**src/source/uart_dbg_settings.svh**
```systemverilog
`ifndef UART_DBG_SETTINGS_SVH
`define UART_DBG_SETTINGS_SVH

//////////////////////////////////////////////////////////////////////
// Bit timing
//////////////////////////////////////////////////////////////////////

// Clock cycles per UART bit
`define UART_DBG_CLKS_PER_BIT 16

//////////////////////////////////////////////////////////////////////
// Memory and protocol
//////////////////////////////////////////////////////////////////////

`define UART_DBG_MEM_DEPTH 256
`define UART_DBG_ADDR_BITS 8

// Command and reply bytes
`define UART_DBG_CMD_READ  8'h11
`define UART_DBG_CMD_WRITE 8'h12
`define UART_DBG_ACK       8'h06
`define UART_DBG_EOT       8'h04

`endif

```
**src/source/uart_dbg_pkg.sv**
```systemverilog
`include "uart_dbg_settings.svh"

package uart_dbg_pkg;

  // One byte on the wire or in memory
  typedef logic [7:0] byte_t;

  // Index into the byte memory, upper address bits are dropped
  typedef logic [`UART_DBG_ADDR_BITS-1:0] mem_addr_t;

  // Transfer length, full 64 bits as received
  typedef logic [63:0] dbg_len_t;

  typedef enum logic {
    OP_READ  = 1'b0,
    OP_WRITE = 1'b1
  } dbg_op_e;

  // Decoded command header
  typedef struct packed {
    dbg_op_e   op;
    mem_addr_t addr;
    dbg_len_t  len;
  } dbg_cmd_t;

  // One read data beat
  typedef struct packed {
    byte_t data;
    logic  last;
  } rd_beat_t;

endpackage

```
**src/source/uart_dbg_rx.sv**
```systemverilog
`timescale 1ns/1ps
`include "uart_dbg_settings.svh"

module uart_dbg_rx (
  input  logic                clk,
  input  logic                rst_n_i,
  input  logic                rx_i,
  output logic                rx_valid_o,
  output uart_dbg_pkg::byte_t rx_byte_o
);

  localparam int unsigned CLKS  = `UART_DBG_CLKS_PER_BIT;
  localparam int unsigned CNT_W = $clog2(CLKS);

  typedef enum logic [1:0] {RX_IDLE, RX_START, RX_DATA, RX_STOP} rx_state_e;

  rx_state_e           state_q;
  logic [1:0]          sync_q;
  logic [CNT_W-1:0]    cnt_q;
  logic [2:0]          bit_q;
  logic                valid_q;
  uart_dbg_pkg::byte_t shift_q;
  logic                line;
  logic                bit_end;
  logic                half_end;

  assign line     = sync_q[1];
  assign bit_end  = (cnt_q == CNT_W'(CLKS - 1));
  assign half_end = (cnt_q == CNT_W'(CLKS / 2 - 1));

  always_ff @(posedge clk) begin
    if (!rst_n_i) begin
      state_q <= RX_IDLE;
      sync_q  <= 2'b11;
      cnt_q   <= '0;
      bit_q   <= '0;
      valid_q <= 1'b0;
    end else begin
      sync_q  <= {sync_q[0], rx_i};
      valid_q <= 1'b0;
      case (state_q)
        RX_IDLE: begin
          if (!line) begin
            state_q <= RX_START;
            cnt_q   <= '0;
          end
        end
        // Recheck the start bit at its middle and fall back to idle on a glitch
        RX_START: begin
          if (half_end) begin
            cnt_q   <= '0;
            bit_q   <= '0;
            state_q <= line ? RX_IDLE : RX_DATA;
          end else begin
            cnt_q <= cnt_q + 1'b1;
          end
        end
        RX_DATA: begin
          if (bit_end) begin
            cnt_q <= '0;
            bit_q <= bit_q + 1'b1;
            if (bit_q == 3'd7) begin
              state_q <= RX_STOP;
            end
          end else begin
            cnt_q <= cnt_q + 1'b1;
          end
        end
        RX_STOP: begin
          if (bit_end) begin
            cnt_q   <= '0;
            state_q <= RX_IDLE;
            valid_q <= line;
          end else begin
            cnt_q <= cnt_q + 1'b1;
          end
        end
        default: state_q <= RX_IDLE;
      endcase
    end
  end

  // LSB arrives first
  always_ff @(posedge clk) begin
    if (state_q == RX_DATA && bit_end) begin
      shift_q <= {line, shift_q[7:1]};
    end
  end

  assign rx_valid_o = valid_q;
  assign rx_byte_o  = shift_q;

  // A frame must end with a high stop bit
  a_rx_stop_bit : assert property (
    @(posedge clk) disable iff (!rst_n_i) (state_q == RX_STOP && bit_end) |-> line
  );

endmodule

```
**src/source/uart_dbg_tx.sv**
```systemverilog
`timescale 1ns/1ps
`include "uart_dbg_settings.svh"

module uart_dbg_tx (
  input  logic                clk,
  input  logic                rst_n_i,
  input  logic                tx_start_i,
  input  uart_dbg_pkg::byte_t tx_byte_i,
  output logic                tx_busy_o,
  output logic                tx_o
);

  localparam int unsigned CLKS  = `UART_DBG_CLKS_PER_BIT;
  localparam int unsigned CNT_W = $clog2(CLKS);

  logic             busy_q;
  logic [CNT_W-1:0] cnt_q;
  logic [3:0]       bit_q;
  logic             tx_q;
  logic [7:0]       frame_q;
  logic             bit_end;

  assign bit_end = (cnt_q == CNT_W'(CLKS - 1));

  // Bit 0 is the start bit, 1 to 8 data, 9 the stop bit
  always_ff @(posedge clk) begin
    if (!rst_n_i) begin
      busy_q <= 1'b0;
      cnt_q  <= '0;
      bit_q  <= '0;
      tx_q   <= 1'b1;
    end else if (!busy_q) begin
      if (tx_start_i) begin
        busy_q <= 1'b1;
        cnt_q  <= '0;
        bit_q  <= '0;
        tx_q   <= 1'b0;
      end
    end else if (bit_end) begin
      cnt_q <= '0;
      if (bit_q == 4'd9) begin
        busy_q <= 1'b0;
      end else begin
        bit_q <= bit_q + 1'b1;
        tx_q  <= frame_q[0];
      end
    end else begin
      cnt_q <= cnt_q + 1'b1;
    end
  end

  // Data bits with ones shifting in behind for the stop bit
  always_ff @(posedge clk) begin
    if (!busy_q && tx_start_i) begin
      frame_q <= tx_byte_i;
    end else if (busy_q && bit_end) begin
      frame_q <= {1'b1, frame_q[7:1]};
    end
  end

  assign tx_busy_o = busy_q;
  assign tx_o      = tx_q;

  a_tx_no_start_busy : assert property (
    @(posedge clk) disable iff (!rst_n_i) tx_busy_o |-> !tx_start_i
  );

endmodule

```
**src/source/uart_dbg_decode.sv**
```systemverilog
`timescale 1ns/1ps
`include "uart_dbg_settings.svh"

module uart_dbg_decode (
  input  logic                   clk,
  input  logic                   rst_n_i,
  input  logic                   rx_valid_i,
  input  uart_dbg_pkg::byte_t    rx_byte_i,
  input  logic                   op_done_i,
  output logic                   ping_o,
  output logic                   cmd_valid_o,
  output uart_dbg_pkg::dbg_cmd_t cmd_o,
  output logic                   wr_valid_o,
  output uart_dbg_pkg::byte_t    wr_byte_o
);

  typedef enum logic [2:0] {
    DEC_IDLE, DEC_ADDR, DEC_LEN, DEC_DATA, DEC_WAIT
  } dec_state_e;

  dec_state_e              state_q;
  logic [2:0]              cnt_q;
  logic                    ping_q;
  logic                    cmd_valid_q;
  logic                    wr_valid_q;
  uart_dbg_pkg::dbg_op_e   op_q;
  uart_dbg_pkg::mem_addr_t addr_q;
  uart_dbg_pkg::dbg_len_t  len_q;
  uart_dbg_pkg::byte_t     wr_byte_q;

  //////////////////////////////////////////////////////////////////////
  // Header FSM
  //////////////////////////////////////////////////////////////////////

  always_ff @(posedge clk) begin
    if (!rst_n_i) begin
      state_q     <= DEC_IDLE;
      cnt_q       <= '0;
      ping_q      <= 1'b0;
      cmd_valid_q <= 1'b0;
      wr_valid_q  <= 1'b0;
    end else begin
      ping_q      <= 1'b0;
      cmd_valid_q <= 1'b0;
      wr_valid_q  <= 1'b0;
      case (state_q)
        // Unknown bytes are dropped here without a reply
        DEC_IDLE: begin
          if (rx_valid_i) begin
            if (rx_byte_i == `UART_DBG_ACK) begin
              ping_q <= 1'b1;
            end else if (rx_byte_i == `UART_DBG_CMD_READ ||
                         rx_byte_i == `UART_DBG_CMD_WRITE) begin
              state_q <= DEC_ADDR;
              cnt_q   <= '0;
            end
          end
        end
        DEC_ADDR: begin
          if (rx_valid_i) begin
            cnt_q <= cnt_q + 1'b1;
            if (cnt_q == 3'd7) begin
              state_q <= DEC_LEN;
            end
          end
        end
        DEC_LEN: begin
          if (rx_valid_i) begin
            cnt_q <= cnt_q + 1'b1;
            if (cnt_q == 3'd7) begin
              cmd_valid_q <= 1'b1;
              state_q     <= (op_q == uart_dbg_pkg::OP_WRITE) ? DEC_DATA : DEC_WAIT;
            end
          end
        end
        DEC_DATA: begin
          if (op_done_i) begin
            state_q <= DEC_IDLE;
          end else if (rx_valid_i) begin
            wr_valid_q <= 1'b1;
          end
        end
        DEC_WAIT: begin
          if (op_done_i) begin
            state_q <= DEC_IDLE;
          end
        end
        default: state_q <= DEC_IDLE;
      endcase
    end
  end

  // Header fields, LSB first; only byte 0 of the address is kept
  always_ff @(posedge clk) begin
    if (state_q == DEC_IDLE && rx_valid_i) begin
      op_q <= (rx_byte_i == `UART_DBG_CMD_WRITE) ? uart_dbg_pkg::OP_WRITE
                                                  : uart_dbg_pkg::OP_READ;
    end
    if (state_q == DEC_ADDR && rx_valid_i && cnt_q == 3'd0) begin
      addr_q <= uart_dbg_pkg::mem_addr_t'(rx_byte_i);
    end
    if (state_q == DEC_LEN && rx_valid_i) begin
      len_q[8*cnt_q +: 8] <= rx_byte_i;
    end
    if (state_q == DEC_DATA && rx_valid_i) begin
      wr_byte_q <= rx_byte_i;
    end
  end

  assign ping_o      = ping_q;
  assign cmd_valid_o = cmd_valid_q;
  assign cmd_o       = '{op: op_q, addr: addr_q, len: len_q};
  assign wr_valid_o  = wr_valid_q;
  assign wr_byte_o   = wr_byte_q;

endmodule

```
**src/source/uart_dbg_execute.sv**
```systemverilog
`timescale 1ns/1ps
`include "uart_dbg_settings.svh"

module uart_dbg_execute (
  input  logic                   clk,
  input  logic                   rst_n_i,
  input  logic                   cmd_valid_i,
  input  uart_dbg_pkg::dbg_cmd_t cmd_i,
  input  logic                   wr_valid_i,
  input  uart_dbg_pkg::byte_t    wr_byte_i,
  input  logic                   rd_next_i,
  output logic                   rd_valid_o,
  output uart_dbg_pkg::rd_beat_t rd_beat_o,
  output logic                   op_done_o
);

  uart_dbg_pkg::byte_t     mem_q [`UART_DBG_MEM_DEPTH];
  uart_dbg_pkg::mem_addr_t addr_q;
  uart_dbg_pkg::dbg_len_t  remain_q;
  logic                    rd_valid_q;
  logic                    done_q;
  uart_dbg_pkg::byte_t     rd_data_q;
  logic                    rd_last_q;
  logic                    last_beat;

  assign last_beat = (remain_q == uart_dbg_pkg::dbg_len_t'(1));

  // Address wraps at the memory size
  always_ff @(posedge clk) begin
    if (!rst_n_i) begin
      addr_q     <= '0;
      remain_q   <= '0;
      rd_valid_q <= 1'b0;
      done_q     <= 1'b0;
    end else begin
      rd_valid_q <= rd_next_i;
      done_q     <= 1'b0;
      if (cmd_valid_i) begin
        addr_q   <= cmd_i.addr;
        remain_q <= cmd_i.len;
        done_q   <= (cmd_i.len == '0);
      end else if (wr_valid_i || rd_next_i) begin
        addr_q   <= addr_q + 1'b1;
        remain_q <= remain_q - 1'b1;
        done_q   <= rd_next_i && last_beat;
      end
    end
  end

  always_ff @(posedge clk) begin
    if (wr_valid_i) begin
      mem_q[addr_q] <= wr_byte_i;
    end
    if (rd_next_i) begin
      rd_data_q <= mem_q[addr_q];
      rd_last_q <= last_beat;
    end
  end

  assign rd_valid_o = rd_valid_q;
  assign rd_beat_o  = '{data: rd_data_q, last: rd_last_q};
  // Last write completes in the cycle of its store
  assign op_done_o  = done_q | (wr_valid_i & last_beat);

  a_exe_no_rw_overlap : assert property (
    @(posedge clk) disable iff (!rst_n_i) !(wr_valid_i && rd_next_i)
  );

endmodule

```
**src/source/uart_dbg_result.sv**
```systemverilog
`timescale 1ns/1ps
`include "uart_dbg_settings.svh"

module uart_dbg_result (
  input  logic                   clk,
  input  logic                   rst_n_i,
  input  logic                   ping_i,
  input  logic                   cmd_valid_i,
  input  uart_dbg_pkg::dbg_cmd_t cmd_i,
  input  logic                   rd_valid_i,
  input  uart_dbg_pkg::rd_beat_t rd_beat_i,
  input  logic                   op_done_i,
  input  logic                   tx_busy_i,
  output logic                   rd_next_o,
  output logic                   tx_start_o,
  output uart_dbg_pkg::byte_t    tx_byte_o
);

  typedef enum logic [2:0] {
    RES_IDLE, RES_ACK, RES_FETCH, RES_SEND, RES_WAIT_DONE, RES_EOT
  } res_state_e;

  res_state_e          state_q;
  logic                ping_only_q;
  logic                stream_q;
  logic                done_seen_q;
  logic                loaded_q;
  logic                last_q;
  uart_dbg_pkg::byte_t pend_q;
  logic                fire;

  // Start a byte only while the transmitter is idle
  always_comb begin
    case (state_q)
      RES_ACK, RES_EOT: fire = !tx_busy_i;
      RES_SEND:         fire = loaded_q && !tx_busy_i;
      default:          fire = 1'b0;
    endcase
  end

  always_comb begin
    case (state_q)
      RES_SEND: tx_byte_o = pend_q;
      RES_EOT:  tx_byte_o = `UART_DBG_EOT;
      default:  tx_byte_o = `UART_DBG_ACK;
    endcase
  end

  always_ff @(posedge clk) begin
    if (!rst_n_i) begin
      state_q     <= RES_IDLE;
      ping_only_q <= 1'b0;
      stream_q    <= 1'b0;
      done_seen_q <= 1'b0;
      loaded_q    <= 1'b0;
      last_q      <= 1'b0;
    end else begin
      // op_done may come while ACK is still waiting for the line
      if (op_done_i) begin
        done_seen_q <= 1'b1;
      end
      case (state_q)
        RES_IDLE: begin
          if (cmd_valid_i) begin
            ping_only_q <= 1'b0;
            stream_q    <= (cmd_i.op == uart_dbg_pkg::OP_READ) && (cmd_i.len != '0);
            done_seen_q <= 1'b0;
            state_q     <= RES_ACK;
          end else if (ping_i) begin
            ping_only_q <= 1'b1;
            state_q     <= RES_ACK;
          end
        end
        RES_ACK: begin
          if (fire) begin
            state_q <= ping_only_q ? RES_IDLE : (stream_q ? RES_FETCH : RES_WAIT_DONE);
          end
        end
        RES_FETCH: begin
          loaded_q <= 1'b0;
          state_q  <= RES_SEND;
        end
        RES_SEND: begin
          if (rd_valid_i) begin
            loaded_q <= 1'b1;
            last_q   <= rd_beat_i.last;
          end else if (fire) begin
            loaded_q <= 1'b0;
            state_q  <= last_q ? RES_EOT : RES_FETCH;
          end
        end
        RES_WAIT_DONE: begin
          if (done_seen_q || op_done_i) begin
            state_q <= RES_EOT;
          end
        end
        RES_EOT: begin
          if (fire) begin
            state_q <= RES_IDLE;
          end
        end
        default: state_q <= RES_IDLE;
      endcase
    end
  end

  // Pending read byte
  always_ff @(posedge clk) begin
    if (state_q == RES_SEND && rd_valid_i) begin
      pend_q <= rd_beat_i.data;
    end
  end

  assign rd_next_o  = (state_q == RES_FETCH);
  assign tx_start_o = fire;

endmodule

```
**src/source/uart_dbg_top.sv**
```systemverilog
`timescale 1ns/1ps

module uart_dbg_top (
  input  logic clk,
  input  logic rst_n_i,
  input  logic uart_rx_i,
  output logic uart_tx_o
);

  logic                   rx_valid;
  uart_dbg_pkg::byte_t    rx_byte;
  logic                   ping;
  logic                   cmd_valid;
  uart_dbg_pkg::dbg_cmd_t cmd;
  logic                   wr_valid;
  uart_dbg_pkg::byte_t    wr_byte;
  logic                   op_done;
  logic                   rd_next;
  logic                   rd_valid;
  uart_dbg_pkg::rd_beat_t rd_beat;
  logic                   tx_start;
  uart_dbg_pkg::byte_t    tx_byte;
  logic                   tx_busy;

  //////////////////////////////////////////////////////////////////////
  // Request path
  //////////////////////////////////////////////////////////////////////

  uart_dbg_rx u_rx (
    .clk        ( clk       ),
    .rst_n_i    ( rst_n_i   ),
    .rx_i       ( uart_rx_i ),
    .rx_valid_o ( rx_valid  ),
    .rx_byte_o  ( rx_byte   )
  );

  uart_dbg_decode u_decode (
    .clk         ( clk       ),
    .rst_n_i     ( rst_n_i   ),
    .rx_valid_i  ( rx_valid  ),
    .rx_byte_i   ( rx_byte   ),
    .op_done_i   ( op_done   ),
    .ping_o      ( ping      ),
    .cmd_valid_o ( cmd_valid ),
    .cmd_o       ( cmd       ),
    .wr_valid_o  ( wr_valid  ),
    .wr_byte_o   ( wr_byte   )
  );

  uart_dbg_execute u_execute (
    .clk         ( clk       ),
    .rst_n_i     ( rst_n_i   ),
    .cmd_valid_i ( cmd_valid ),
    .cmd_i       ( cmd       ),
    .wr_valid_i  ( wr_valid  ),
    .wr_byte_i   ( wr_byte   ),
    .rd_next_i   ( rd_next   ),
    .rd_valid_o  ( rd_valid  ),
    .rd_beat_o   ( rd_beat   ),
    .op_done_o   ( op_done   )
  );

  //////////////////////////////////////////////////////////////////////
  // Reply path
  //////////////////////////////////////////////////////////////////////

  uart_dbg_result u_result (
    .clk         ( clk       ),
    .rst_n_i     ( rst_n_i   ),
    .ping_i      ( ping      ),
    .cmd_valid_i ( cmd_valid ),
    .cmd_i       ( cmd       ),
    .rd_valid_i  ( rd_valid  ),
    .rd_beat_i   ( rd_beat   ),
    .op_done_i   ( op_done   ),
    .tx_busy_i   ( tx_busy   ),
    .rd_next_o   ( rd_next   ),
    .tx_start_o  ( tx_start  ),
    .tx_byte_o   ( tx_byte   )
  );

  uart_dbg_tx u_tx (
    .clk        ( clk       ),
    .rst_n_i    ( rst_n_i   ),
    .tx_start_i ( tx_start  ),
    .tx_byte_i  ( tx_byte   ),
    .tx_busy_o  ( tx_busy   ),
    .tx_o       ( uart_tx_o )
  );

endmodule

```
**config.mk**
```make
export PLATFORM = sky130hd
export DESIGN_NAME = uart_dbg_top
export DESIGN_NICKNAME = d
export VERILOG_FILES = /design/src/source/uart_dbg_pkg.sv /design/src/source/uart_dbg_rx.sv /design/src/source/uart_dbg_tx.sv /design/src/source/uart_dbg_decode.sv /design/src/source/uart_dbg_execute.sv /design/src/source/uart_dbg_result.sv /design/src/source/uart_dbg_top.sv
export VERILOG_INCLUDE_DIRS = /design/src /design/src/source
export SDC_FILE = /design/constraint.sdc
export NUM_CORES = 2
export LEC_CHECK = 0
export BUFFER_PORTS_ARGS = -buffer_cell sky130_fd_sc_hd__buf_2
export CAP_MARGIN = 10
export CELL_PAD_IN_SITES_DETAIL_PLACEMENT = 0
export CELL_PAD_IN_SITES_GLOBAL_PLACEMENT = 2
export CORE_MARGIN = 2
export CORE_UTILIZATION = 40
export CTS_BUF_LIST = sky130_fd_sc_hd__clkbuf_4 sky130_fd_sc_hd__clkbuf_8 sky130_fd_sc_hd__clkbuf_16
export DETAILED_ROUTE_END_ITERATION = 10
export GPL_ROUTABILITY_DRIVEN = 0
export PLACE_DENSITY = 0.7
export SYNTH_ARGS = -nofsm -noshare
export SYNTH_HDL_FRONTEND = slang
export SYNTH_SLANG_ARGS = --single-unit
```
**constraint.sdc**
```tcl
create_clock -name clk -period 4.9 [get_ports clk]
set_input_delay 0.49 -clock clk [delete_from_list [all_inputs] [get_ports clk]]
set_output_delay 0.49 -clock clk [all_outputs]
set_load 0.005 [all_outputs]
```
=== After elaboration in Yosys (flattened, before gate mapping) ===
Memories as Yosys holds them, arrays and structs flattened. A register that Yosys moved wholly into a read port is not among the register bits.
Index checks and enable logic that the tools add are counted.

* Register bits: 219
* Memory bits (writable): 2048
* Output and inout port bits: 1
* Logic and storage cells: 218
* Memories: 1

{| class="wikitable"
|+ Memory list
! name !! depth !! width !! rd ports !! clocked after memory_dff !! write ports !! RTL line !! source
|-
| u_execute.mem_q || 256 || 8 || 1 || 1 || 1 || uart_dbg_execute.sv:17 || <nowiki>uart_dbg_pkg::byte_t mem_q [`UART_DBG_MEM_DEPTH];</nowiki>
|}

* Add/sub/neg operators: 8
* Eq/ne operators: 45
* Shift-type cells: 2
* Mux-type cells: 78
* Bitwise operators: 5
* Reduce and logical (&&, ||, !) cells: 47

{| class="wikitable"
|+ Operator list
! operator !! number
|-
| $mux W64 || 2
|-
| $mux W3 || 25
|-
| $bwmux W64 || 1
|-
| $eq A64 B1 Y1 const B || 1
|-
| $logic_not A64 Y1 || 1
|-
| $reduce_bool A64 Y1 || 1
|-
| $shift A8 B34 Y64 const A || 1
|-
| $shiftx A8 B34 Y64 || 1
|-
| $sub A64 B1 Y64 const B || 1
|-
| $mux W4 || 9
|-
| $neg A6 Y34 || 1
|-
| $mux W8 || 4
|-
| $ne A2 B1 Y1 const B || 13
|-
| $mux W1 || 22
|-
| $pmux W3 S6 || 1
|-
| $eq A8 B5 Y1 const B || 2
|-
| $ne A2 B2 Y1 const B || 8
|-
| $pmux W8 S2 || 1
|-
| $eq A3 B3 Y1 const B || 5
|-
| $reduce_and A3 Y1 || 5
|-
| $reduce_bool A2 Y1 || 7
|-
| $add A4 B1 Y4 const B || 3
|-
| $eq A3 B2 Y1 const B || 4
|-
| $eq A4 B4 Y1 const B || 3
|-
| 29 further kinds || 63
|}

=== Depth between registers and ports, before layout ===
* Depth in word-level cells: 6
* Mapped depth: 12

=== Hierarchy ===
Synthesis repeated with hierarchy kept, for this count alone.

* Cells, all modules: 4621
* Area total of the unflattened synthesis: 89859.9 um2

{| class="wikitable"
|+ Modules (own cells, without submodules)
! module !! times used !! cells an instance !! area each (um2) !! seq. area each (um2)
|-
| uart_dbg_execute || 1 || 4091 || 83512.6 || 63250.7
|-
| uart_dbg_decode || 1 || 263 || 3662.3 || 2612.5
|-
| uart_dbg_tx || 1 || 95 || 920.9 || 440.4
|-
| uart_dbg_result || 1 || 95 || 888.4 || 400.4
|-
| uart_dbg_rx || 1 || 77 || 875.8 || 480.5
|}

=== Least setup slack after synthesis ===
Ideal clock, no wire load.

* Kind: flip-flop to flip-flop
* From: register u_decode.wr_byte_q[0] (netlist: u_decode.wr_byte_o[0])
* To: memory u_execute.mem_q[0][0] in the netlist's numbering, data pin
* Library setup time: 0.817 ns
* Data arrival time: 3.228 ns
* Path slack: 0.854 ns
* Cell stages (with the launch flop): 1
* Path buffers: 0
* Clock period less this slack: 4.046 ns
* Path through: edfxtp_1

{| class="wikitable"
|+ RTL lines
! element !! RTL line !! source
|-
| start: declaration || uart_dbg_decode.sv:29 || <nowiki>uart_dbg_pkg::byte_t wr_byte_q;</nowiki>
|-
| start signal: assignment || uart_dbg_decode.sv:106 || <nowiki>wr_byte_q <= rx_byte_i;</nowiki>
|-
| end: declaration || uart_dbg_execute.sv:17 ||
|}

Straight into the memory's write port.

==> impl_metrics.tcl <==
set metrics [dict create \
    synth_area_um2 89500 \
    grt_pass1_wl_um 353000 \
    synth_area_per_cell_um2 19.4 \
    regToRegSetupSlack_ns 0.47 \
    criticalPathCategory "flip-flop to flip-flop" \
    yosysWarnings 0 \
    period_share_pct 90.4 \
    setup_viol 0 \
    drv_cap 0 \
    tns_ns 0 \
    hpwl_um 153000 \
    crit_path_start_kind "flip-flop" \
    syn_nets 4647 \
    drv_slew 0 \
    hold_viol_final 0 \
    grt_start_max_net_pins 198 \
    place_ws_ns 0.447 \
    utilization_pct 46.0 \
    synth_top_area_share_pct 72.5 \
    row_count 173 \
    dr.pass1.iters 5 \
    power_leakage_nw 31.8 \
    antenna_found_initial 7 \
    synthFlopType "edfxtp_1" \
    grt_pass1_vias 46800 \
    max_freq_ghz 0.226 \
    drc 0 \
    cts_buffers 230 \
    rsz0062_at_grt "false" \
    synth_edf_count 2162 \
    h-tree-depth 4 \
    die_x_um 477 \
    layout_setup_ws_ns 0.473 \
    power.density_nw_per_um2 379 \
    yosys.area.top_type "edfxtp_1" \
    wl_um 248000 \
    outcome "finished clean" \
    fin_nets 4904 \
    ys_seq_area_share_pct 75.1 \
    grt_usage_pct 21.6 \
    vias_per_cell 5.78 \
    synth.distinct_cells 78 \
    synthCells 4623 \
    ys_ff_latch 2275 \
    dr_total_vias 46500 \
    worstReg2RegStart "u_execute.addr_q[1]" \
    finClkSkew_ns 0.0812 \
    postCtsSetupBuffers 0 \
    area_growth_pct 14.4 \
    whs_endpoint "u_rx.sync_q[1]" \
    hp-class "input port to flip-flop" \
    crit_arrival_ns 5.05 \
    clockBufferDepth 3 \
    worst_pin_slew_ns 1.40 \
    hold_depth 2 \
    synth.most_common_cell "edfxtp_1" \
    fin_crit_ns 4.43 \
    synth_common_cells "2,162 x edfxtp_1, 531 x mux4_2, 406 x nor2_1" \
    clock-sinks 2275 \
    clock-root-buffer "clkbuf_16" \
    async_flop_share_pct 0 \
    holdCritStartpoint "rst_n_i" \
    port_buffers 3 \
    start_util_pct 40.3 \
    cts_tree "built" \
    crit_path_end_kind "flip-flop" \
    core_um2 222000 \
    dieHeight_um 477 \
    drive_above_1_share_pct 24.7 \
    max-vdd-ir-drop_mv 0.355 \
    path_max_fanout 35 \
    wire_per_inst_um 30.7 \
    rr_endpoint "u_execute.rd_data_q[4]" \
    fill_cells 18700 \
    ant_nets 0 \
    ys_top_cells_by_area "edfxtp_1 73%, mux4_2 13%, dfxtp_1 2.5%, nor2_1 1.7%, mux2i_1 1.1%" \
    dieArea_um2 228000 \
    relSlewSlack_pct 6.87 \
    cts.clk_slew.worst_paths_ns 0.07 \
    rr_worst_depth 8 \
    required_ns 5.52 \
    drt_iter0_markers 5373 \
    clk_latency_ns 0.90 \
    overflow 0 \
    io_pins 4 \
]
==> where the power goes <==
group	total [W]	switching, W	internal (W)
registers	0.0209	0.00000283	0.0209
logic	0.0000622	0.0000449	0.0000173
clock network	0.0177	0.00753	0.0102
==> layout by cell type (no fill, tap or decap), types with 10 or more instances in the layout <==
| master | netlist | routed |
|---|---|---|
| nand2_1 | 136 | 136 |
| nor3_1 | 35 | 35 |
| mux4_2 | 531 | 531 |
| nand4b_1 | 10 | 10 |
| xor2_1 | 46 | 46 |
| and3_1 | 25 | 25 |
| edfxtp_1 | 2162 | 2162 |
| o22ai_1 | 39 | 39 |
| or4_1 | 11 | 11 |
| inv_1 | 26 | 24 |
| nor4_1 | 50 | 49 |
| a22o_1 | 13 | 13 |
| dfxtp_1 | 113 | 106 |
| nand4_1 | 22 | 22 |
| a31oi_1 | 18 | 18 |
| clkinv_1 | 1 | 48 |
| or3_1 | 20 | 20 |
| ha_1 | 21 | 21 |
| nand3_1 | 83 | 81 |
| o21ai_0 | 55 | 55 |
| buf_4 | 27 | 264 |
| nor2_1 | 406 | 405 |
| a22oi_1 | 63 | 63 |
| clkbuf_16 | 0 | 230 |
| bufinv_16 | 0 | 24 |
| a211oi_1 | 30 | 30 |
| nor2b_1 | 17 | 14 |
| xnor2_1 | 18 | 18 |
| mux2i_1 | 100 | 100 |
| clkinv_2 | 0 | 48 |
| nand2b_1 | 33 | 33 |
| and2_1 | 41 | 40 |
| clkinvlp_4 | 0 | 10 |
| clkbuf_4 | 0 | 47 |
| a21oi_1 | 88 | 88 |
| buf_12 | 0 | 30 |
| a221oi_1 | 13 | 13 |
==> what timing repair did <==
| item | 4_1_cts | 5_1_grt |
|---|---|---|
| endpoints found under the hold margin | 1 | 0 |
| resized for setup | 0 | 0 |
| hold buffers | 1 | 0 |
==> state kept, by name, summed over array words and instances (netlist names), 8 cells and up, named ones only <==
register and cells:
u_decode.addr_q 8, u_result.pend_q 8, u_execute.mem_q 2048, u_decode.wr_byte_o 8, u_execute.addr_q 8, u_execute.remain_q 64
u_execute.rd_data_q 8, u_tx.frame_q 8, u_rx.rx_byte_o 8, u_decode.len_q 64
==> cell families (layout without fill, tap and decap cells) <==
logic type                 after synthesis  after routing  synth area share [%]
xor gates and xnor gates                64             64                 0.626
AOI/OAI and AO/OA                      389            389                  2.92
DFF                                   2275           2275                  75.1
muxes                                  635            635                  14.5
and+or+nand+nor                        936            936                  5.06
other                                    0              5                     0
buffers and inverters                  303            752                  1.52
adders and majority gates               21             21                 0.294
==> metal layers <==
layer | part of all wire (%) | GRT usage [%]
met4 | 3.0 | 6.56
met2 | 48 | 34.1
met1 | 42 | 30.7
met5 | 0.011 | 0
met3 | 6.9 | 3.59
==> worst max-delay path: stages (launching register included) <==
cell,delay (ns)
dfxtp_4,0.90
buf_12,0.28
mux4_2,0.33
mux2i_1,0.65
o32ai_1,0.15
a2111oi_0,0.94
buf_4,0.25
nand4_1,0.09
or4_1,0.54
==> layout make-up <==
| cell class | instances | area, um2 | area share [%] |
|---|---|---|---|
| Antenna cell | 5 | 12.5 | 0.0122 |
| Multi-Input combinational cell | 2045 | 21000 | 20.5 |
| Sequential cell | 2275 | 67200 | 65.7 |
| Clock buffer | 279 | 6140 | 6.00 |
| Clock inverter | 145 | 1520 | 1.48 |
| Inverter | 28 | 114 | 0.111 |
| Timing Repair Buffer | 300 | 2640 | 2.58 |
| Tap cell | 2975 | 3720 | 3.64 |
==> stage by stage <==
step	hold slack, ns	total power, W	cell area [um2]	instances
finish	0.157	0.0387	102000	8052
global placement	0.404	0.0214	94600	7619
floorplan	0.386	0.0214	89500	4623
global route	0.167	0.0398	102000	8048
CTS	0.103	0.0390	102000	8045
detailed placement	0.404	0.0214	94600	7620
==> worst max-delay path by stage <==
stage	startpoint	endpoint	slack (ns)	cells after the start
6_report	u_execute.addr_q[1]	u_execute.rd_data_q[4]	0.47	8
2_1_floorplan	u_decode.wr_byte_o[0]	u_execute.mem_q[0][0]	0.85	0
3_3_place_gp	u_execute.addr_q[0]	u_execute.rd_data_q[4]	0.51	11
3_5_place_dp	u_execute.addr_q[0]	u_execute.rd_data_q[4]	0.45	11
4_1_cts	u_execute.addr_q[0]	u_execute.rd_data_q[4]	0.44	11
5_1_grt	u_execute.addr_q[0]	u_execute.rd_data_q[4]	0.45	11
Power figures use the tool's default switching activity.
